===== src/cga_params.svh =====
`ifndef CGA_PARAMS_SVH
`define CGA_PARAMS_SVH

// width of one data word in the alu slice.
`define ALU_WIDTH 16

// width of the shift count, enough for 0 to 15 steps.
`define CNT_WIDTH 4

// both widths are picked up by the two type packages
// and by the modules that slice words bit by bit.

`endif

===== src/seq_types_pkg.sv =====
`include "cga_params.svh"

package seq_types_pkg;

  // number of single bit shift steps still to run.
  typedef logic [`CNT_WIDTH-1:0] count_t;

  // sequencer states.
  // idle waits for start, alu loads f,
  // shift steps the word, done flags completion for one cycle.
  typedef enum logic [1:0] {
    st_idle  = 2'b00,
    st_alu   = 2'b01,
    st_shift = 2'b10,
    st_done  = 2'b11
  } seq_state_t;

endpackage


===== src/alu_types_pkg.sv =====
`include "cga_params.svh"

package alu_types_pkg;

  // one operand or result word.
  typedef logic [`ALU_WIDTH-1:0] word_t;

  // alu function select.
  typedef enum logic [2:0] {
    op_add    = 3'd0,
    op_sub    = 3'd1,
    op_and    = 3'd2,
    op_or     = 3'd3,
    op_xor    = 3'd4,
    op_pass_a = 3'd5
  } alu_op_t;

  // shifter select, takes the place of the two mux select lines.
  typedef enum logic [1:0] {
    dir_hold  = 2'b00,
    dir_left  = 2'b01,
    dir_right = 2'b10
  } shift_dir_t;

  // source of the bits entering at the ends of the word.
  typedef enum logic [1:0] {
    fill_zero   = 2'b00,
    fill_rotate = 2'b01,
    fill_arith  = 2'b10
  } fill_mode_t;

  // command from the host, 39 bits.
  typedef struct packed {
    alu_op_t    op;
    word_t      a;
    word_t      b;
    shift_dir_t dir;
    fill_mode_t fill;
  } alu_cmd_t;

  // result word and flags, 19 bits.
  typedef struct packed {
    word_t word;
    logic  carry;
    logic  link;
    logic  zero;
  } alu_result_t;

endpackage


===== src/alu_shift_unit.sv =====
`timescale 1ns/1ps

module alu_shift_unit
  import alu_types_pkg::*;
  import seq_types_pkg::*;
(
  input  logic        clk,
  input  logic        reset,
  input  logic        start,
  input  alu_cmd_t    cmd,
  input  count_t      shift_count,
  output logic        busy,
  output logic        done,
  output alu_result_t res
);

  // sequencer strobes.
  logic       cmd_load;
  logic       alu_load;
  logic       shift_en;
  // counter flags.
  logic       count_zero;
  logic       last_step;
  // shifter loop.
  word_t      work;
  word_t      rb;
  shift_dir_t dir;
  logic       rli;
  logic       rri;

  ////////////////////////////////////////////////////////////
  // control side.
  ////////////////////////////////////////////////////////////
  shift_sequencer i_shift_sequencer (
    .clk        (clk),
    .reset      (reset),
    .start      (start),
    .count_zero (count_zero),
    .last_step  (last_step),
    .cmd_load   (cmd_load),
    .alu_load   (alu_load),
    .shift_en   (shift_en),
    .busy       (busy),
    .done       (done)
  );

  // count is latched with the command and stepped per shift.
  shift_counter i_shift_counter (
    .clk        (clk),
    .reset      (reset),
    .load       (cmd_load),
    .count_in   (shift_count),
    .dec        (shift_en),
    .count_zero (count_zero),
    .last_step  (last_step)
  );

  ////////////////////////////////////////////////////////////
  // data side.
  ////////////////////////////////////////////////////////////
  alu_datapath i_alu_datapath (
    .clk      (clk),
    .reset    (reset),
    .cmd      (cmd),
    .cmd_load (cmd_load),
    .alu_load (alu_load),
    .shift_en (shift_en),
    .rb       (rb),
    .work     (work),
    .dir      (dir),
    .rli      (rli),
    .rri      (rri),
    .res      (res)
  );

  // working word goes through one shift step and back.
  alu_shift i_alu_shift (
    .f   (work),
    .dir (dir),
    .rli (rli),
    .rri (rri),
    .rb  (rb)
  );

endmodule


===== src/shift_sequencer.sv =====
`timescale 1ns/1ps

module shift_sequencer
  import seq_types_pkg::*;
(
  input  logic clk,
  input  logic reset,
  input  logic start,
  input  logic count_zero,
  input  logic last_step,
  output logic cmd_load,
  output logic alu_load,
  output logic shift_en,
  output logic busy,
  output logic done
);

  seq_state_t state_q;
  seq_state_t state_d;

  ////////////////////////////////////////////////////////////
  // state register.
  ////////////////////////////////////////////////////////////
  always_ff @(posedge clk) begin
    if (reset) begin
      state_q <= st_idle;
    end else begin
      state_q <= state_d;
    end
  end

  // next state.
  always_comb begin
    state_d = state_q;
    case (state_q)
      st_idle: begin
        if (start) begin
          state_d = st_alu;
        end
      end
      st_alu: begin
        // count of zero goes straight to done.
        if (count_zero) begin
          state_d = st_done;
        end else begin
          state_d = st_shift;
        end
      end
      st_shift: begin
        if (last_step) begin
          state_d = st_done;
        end
      end
      st_done: state_d = st_idle;
      default: state_d = st_idle;
    endcase
  end

  ////////////////////////////////////////////////////////////
  // control strobes.
  ////////////////////////////////////////////////////////////

  // start is only taken in idle, so a start while busy is dropped.
  assign cmd_load = (state_q == st_idle) && start;
  assign alu_load = (state_q == st_alu);
  assign shift_en = (state_q == st_shift);

  // status.
  assign busy     = (state_q != st_idle);
  assign done     = (state_q == st_done);

endmodule


===== src/shift_counter.sv =====
`timescale 1ns/1ps

module shift_counter
  import seq_types_pkg::*;
(
  input  logic   clk,
  input  logic   reset,
  input  logic   load,
  input  count_t count_in,
  input  logic   dec,
  output logic   count_zero,
  output logic   last_step
);

  // remaining shift steps.
  count_t count_q;

  always_ff @(posedge clk) begin
    if (reset) begin
      count_q <= '0;
    end else if (load) begin
      count_q <= count_in;
    end else if (dec) begin
      count_q <= count_q - count_t'(1);
    end
  end

  // no shifting at all when the loaded count is zero.
  assign count_zero = (count_q == '0);

  // one step left, the shift in progress is the final one.
  assign last_step  = (count_q == count_t'(1));

endmodule


===== src/alu_datapath.sv =====
`timescale 1ns/1ps
`include "cga_params.svh"

module alu_datapath
  import alu_types_pkg::*;
(
  input  logic        clk,
  input  logic        reset,
  input  alu_cmd_t    cmd,
  input  logic        cmd_load,
  input  logic        alu_load,
  input  logic        shift_en,
  input  word_t       rb,
  output word_t       work,
  output shift_dir_t  dir,
  output logic        rli,
  output logic        rri,
  output alu_result_t res
);

  alu_cmd_t            cmd_q;
  word_t               work_q;
  logic                carry_q;
  logic                link_q;
  logic                zero_q;
  word_t               f;
  logic                alu_carry;
  logic [`ALU_WIDTH:0] sum;
  logic                shift_out;

  // command register, loaded on the accepting edge.
  always_ff @(posedge clk) begin
    if (cmd_load) begin
      cmd_q <= cmd;
    end
  end

  ////////////////////////////////////////////////////////////
  // alu function.
  ////////////////////////////////////////////////////////////
  always_comb begin
    sum       = '0;
    f         = cmd_q.a;
    alu_carry = 1'b0;
    case (cmd_q.op)
      op_add: begin
        sum       = {1'b0, cmd_q.a} + {1'b0, cmd_q.b};
        f         = sum[`ALU_WIDTH-1:0];
        alu_carry = sum[`ALU_WIDTH];
      end
      op_sub: begin
        // a + ~b + 1, carry out is set when no borrow.
        sum       = {1'b0, cmd_q.a} + {1'b0, ~cmd_q.b} + 1'b1;
        f         = sum[`ALU_WIDTH-1:0];
        alu_carry = sum[`ALU_WIDTH];
      end
      op_and:  f = cmd_q.a & cmd_q.b;
      op_or:   f = cmd_q.a | cmd_q.b;
      op_xor:  f = cmd_q.a ^ cmd_q.b;
      // pass a and unused codes.
      default: f = cmd_q.a;
    endcase
  end

  ////////////////////////////////////////////////////////////
  // shift-in bits and the bit leaving the word.
  ////////////////////////////////////////////////////////////
  always_comb begin
    rli = 1'b0;
    rri = 1'b0;
    case (cmd_q.fill)
      fill_rotate: begin
        rli = work_q[`ALU_WIDTH-1];
        rri = work_q[0];
      end
      // sign bit copied in on a right shift only.
      fill_arith: rri = work_q[`ALU_WIDTH-1];
      default: ;
    endcase
  end

  always_comb begin
    case (cmd_q.dir)
      dir_left:  shift_out = work_q[`ALU_WIDTH-1];
      dir_right: shift_out = work_q[0];
      default:   shift_out = link_q;
    endcase
  end

  // working register and flags.
  always_ff @(posedge clk) begin
    if (reset) begin
      work_q  <= '0;
      carry_q <= 1'b0;
      link_q  <= 1'b0;
      zero_q  <= 1'b0;
    end else if (alu_load) begin
      work_q  <= f;
      carry_q <= alu_carry;
      link_q  <= 1'b0;
      zero_q  <= (f == '0);
    end else if (shift_en) begin
      // carry is kept across the shift steps.
      work_q  <= rb;
      link_q  <= shift_out;
      zero_q  <= (rb == '0);
    end
  end

  assign work = work_q;
  assign dir  = cmd_q.dir;
  assign res  = '{word: work_q, carry: carry_q, link: link_q, zero: zero_q};

endmodule


===== src/alu_shift.sv =====
`timescale 1ns/1ps
`include "cga_params.svh"

module alu_shift
  import alu_types_pkg::*;
(
  input  word_t      f,
  input  shift_dir_t dir,
  input  logic       rli,
  input  logic       rri,
  output word_t      rb
);

  // lower neighbour of each bit, rli enters at bit 0.
  word_t from_lo;
  // upper neighbour of each bit, rri enters at the top bit.
  word_t from_hi;

  assign from_lo = {f[`ALU_WIDTH-2:0], rli};
  assign from_hi = {rri, f[`ALU_WIDTH-1:1]};

  ////////////////////////////////////////////////////////////
  // one three input mux per bit.
  ////////////////////////////////////////////////////////////
  for (genvar i = 0; i < `ALU_WIDTH; i++) begin : g_bit
    always_comb begin
      case (dir)
        dir_left:  rb[i] = from_lo[i];
        dir_right: rb[i] = from_hi[i];
        // hold passes the bit straight through.
        default:   rb[i] = f[i];
      endcase
    end
  end

endmodule


===== config.mk =====
export PLATFORM = sky130hd
export DESIGN_NAME = alu_shift_unit
export DESIGN_NICKNAME = d
export VERILOG_FILES = /design/src/seq_types_pkg.sv /design/src/alu_types_pkg.sv /design/src/alu_shift_unit.sv /design/src/shift_sequencer.sv /design/src/shift_counter.sv /design/src/alu_datapath.sv /design/src/alu_shift.sv
export VERILOG_INCLUDE_DIRS = /design/src
export SDC_FILE = /design/constraint.sdc
export NUM_CORES = 1
export LEC_CHECK = 0
export ABC_AREA = 1
export BUFFER_PORTS_ARGS = -buffer_cell sky130_fd_sc_hd__buf_2
export CAP_MARGIN = 0
export CELL_PAD_IN_SITES_DETAIL_PLACEMENT = 1
export CELL_PAD_IN_SITES_GLOBAL_PLACEMENT = 1
export CORE_MARGIN = 2
export CORE_UTILIZATION = 39
export DETAILED_ROUTE_END_ITERATION = 10
export GPL_TIMING_DRIVEN = 1
export PLACE_DENSITY_LB_ADDON = 0.2
export SLEW_MARGIN = 0
export SYNTH_ARGS = -nofsm -noshare
export SYNTH_HDL_FRONTEND = slang
export SYNTH_HIERARCHICAL = 1
export SYNTH_SLANG_ARGS = --single-unit

===== constraint.sdc =====
create_clock -name clk -period 2.25 [get_ports clk]
set_clock_uncertainty 0.1 [all_clocks]
set_input_delay 0.45 -clock clk [delete_from_list [all_inputs] [get_ports clk]]
set_output_delay 0.45 -clock clk [all_outputs]
set_load 0.02 [all_outputs]

==> results by group <==
Critical path
  • Highest fanout seen on the critical path: 3
  • RR Endpoint: i_alu_datapath/zero_q
  • Crit path kind: reg2reg
  • Reg2Reg Launch Point: i_alu_datapath/cmd_q[4]
  • Reg-to-reg setup timing slack: -370 ps
  • CP Launch Type: flip-flop
  • Signal arrival time at the worst endpoint: 2810 ps
  • WP data required: 2440 ps
  • CP Capture Type: flip-flop
  • R2R depth: 17

Global routing
  • Vias in the first global route: 7004
  • Antenna violations before repair: 0
  • Largest net degree at the start of global routing: 28
  • GRT Util Overall: 27.0%
  • GRT overflow: 0
  • First-pass GRT wire length: 35.5 mm

Floorplan
  • Die Span Y: 130 um
  • Starting Density: 39.5%
  • Io pins: 67
  • Total core area: 15700 um^2
  • Std-Cell Rows: 46
  • Die X: 130 um
  • Die area: 16900 um^2

Clock tree
  • H-Tree Depth: 3
  • Worst skew pair latency: 350 ps
  • Root Buffer: clkbuf_16
  • CTS buffer count: 9
  • Hold buffers post-CTS: 0
  • Worst-path clk slew: 60 ps
  • Clock Path Buffers: 2
  • Sink Count: 64
  • TritonCTS clock tree: done

Cells and area
  • Fill count: 2042
  • Layout cell share with drive strength beyond 1: 42.6%
  • Final #Nets: 1240
  • Ant. Diodes: 0
  • Syn-to-layout area delta: 44.2%
  • Final core occ: 57.0%

Pwr
  • Leakage: 4.38 nW
  • VDD IR max: 517 uV
  • PwrDens: 1210 nW/um^2

Routing
  • DR vias/cell: 5.33
  • Vias after detailed routing: 7199
  • Routed Antenna Nets: 0
  • DRT Wirelength: 25.6 mm
  • Drt drc: 0
  • DRT Pass-1 Iters: 5
  • WL per Instance: 18.9 um
  • Initial DRC Count: 530

Place
  • Port bufs: 66
  • Post-DP HPWL: 17.0 mm
  • Routability congestion estimate: 0.910

Yosys
  • Leading area contributor after synthesis: edfxtp_1
  • Commonest cells in the netlist: nand2_1, inv_1, nand3_1
  • Dominant synthesized flop cell: edfxtp_1
  • Async S/R FF share, synth: 0%
  • Netlist Area Pre-Place: 6210 um^2
  • Mapped Nets: 1042
  • Yosys cell types: 47
  • Top cells by area, synth: edfxtp_1, nand2_1, ha_1
  • Cells after synthesis: 932
  • Register area share after synthesis: 26.9%
  • Post-synth EDFFs: 39
  • Top-count cell post-synth: nand2_1
  • Yosys warns: 6
  • Syn Area/Cell: 6.66 um^2
  • Number of synthesized register bits: 64
  • Share of the synthesized area in the top cell type: 18.9%

Timing
  • Final hold vios: 0
  • Actual slew at the worst max-slew pin: 637 ps
  • Endpoints failing setup: 9
  • Tmin final: 2620 ps
  • Fmax: 381 MHz
  • Part of the cycle the worst path needs: 117%
  • Final WS setup: -371 ps
  • Sum Neg Setup Slack: -910 ps
  • Rel. slew slack: 57.5%
  • RSZ-0062 raised after global routing: yes
  • Max Slew Vio Count: 0

Status
  • Violated checks: negative setup slack
  • Status: finished, violations left

Min path
  • Hold path depth: 1
  • Worst hold endpoint: i_alu_datapath/cmd_q[9]
  • Worst min-delay path class: in2reg
  • Worst min-delay path startpoint: cmd[9]

Job
  • Max Cap Viol: 0
[final cells by class]
class	count	area, um^2	area share (%)
clock inverter	2	11.3	0.126
tap	216	270	3.02
sequential	64	1670	18.7
multi-input combinational	688	4530	50.5
clock buffer	14	285	3.19
timing repair buffer	236	1680	18.8
inverter	131	507	5.66
[layer usage]
| metal | routed length [um] | vias up | track usage [%] |
|---|---|---|---|
| met5 | 0 | - | 0 |
| li1 | - | 3359 | - |
| met2 | 12600 | 248 | 46.9 |
| met1 | 10600 | 3491 | 33.6 |
| met4 | 1070 | 0 | 9.36 |
| met3 | 1300 | 101 | 5.17 |
[worst max-delay path by stage]
| stage | startpoint | to | slack [ps] | cells past startpoint |
|---|---|---|---|---|
| finish | i_alu_datapath/cmd_q[4] | i_alu_datapath/zero_q | -370 | 17 |
| detailed placement | i_alu_datapath/cmd_q[4] | i_alu_datapath/zero_q | -310 | 16 |
| global placement | i_alu_datapath/cmd_q[11] | i_alu_datapath/zero_q | -240 | 15 |
| global route | i_alu_datapath/cmd_q[4] | i_alu_datapath/zero_q | -460 | 17 |
| floorplan | i_alu_datapath/cmd_q[4] | i_alu_datapath/zero_q | 5 | 18 |
| CTS | i_alu_datapath/cmd_q[20] | i_alu_datapath/zero_q | -160 | 17 |
[report_power, final]
group	internal (mW)	switching (mW)
registers	1.62	0.350
logic	2.96	4.46
clock network	0.874	0.564
total	5.45	5.37
[state kept, by name (all words and copies together) (netlist names)]
| register | flops |
|---|---|
| i_alu_datapath/link_q | 1 |
| i_shift_counter/count_q | 4 |
| i_alu_datapath/dir | 2 |
| i_alu_datapath/cmd_q | 37 |
| i_alu_datapath/carry_q | 1 |
| i_alu_datapath/zero_q | 1 |
| i_alu_datapath/work | 16 |
| i_shift_sequencer/state_q | 2 |
[placed cells by master (no fill, tap or decap), drive strengths merged, types with 2 or more instances in the layout]
master  instances
a221oi          2
edfxtp         39
a21oi          50
nor4            3
a31oi           6
nand3b          2
buf           235
nand2         316
a211oi          7
o21bai          2
o22ai           7
dfxtp          25
nand3          90
o21ai          23
nor3b           2
fa              2
nor2           86
inv           132
nand4          13
ha             62
clkbuf         15
and2            3
nor3            7
[timing repair]
| action | CTS | global route |
|---|---|---|
| gates resized for setup | 72 | 182 |
| setup endpoints to repair | 13 | 14 |
| pin swaps | 20 | 62 |
| buffers inserted | 10 | 21 |
[cell families after synthesis]
group | Yosys count | share of synthesized area [%]
adder cells (fa/ha/maj) | 64 | 13.1
flip-flops | 64 | 26.9
buffers and inverters | 180 | 13.8
AND/OR/NAND/NOR | 522 | 36.6
XOR/XNOR | 1 | 0.141
AO/OA/AOI/OAI | 101 | 9.41
[stage by stage]
step	instance area [um^2]	setup WS [ps]	hold WS, ps	power (mW)	cells
5_1_grt	8950	-456	163	11.5	1351
3_3_place_gp	7620	-239	367	7.57	1313
3_5_place_dp	7620	-312	366	7.72	1313
2_1_floorplan	6210	4.50	346	5.40	932
6_report	8950	-371	173	10.8	1351
4_1_cts	8210	-165	165	9.57	1337
[critical path, stage by stage, from the launching register on]
cell      delay [ps]
edfxtp_1         420
buf_4            170
ha_4             160
inv_4             50
fa_2             420
nand2_1           80
nand2_1           60
nor2_1           110
nand2_1          100
nand2_1           70
nand2_1           50
nor2_1            90
nand2_1          100
nor2_1           110
nand3_1          120
nor2_1           150
nand2_1           80
a21oi_2          110
(Power assumes the default switching activity.)
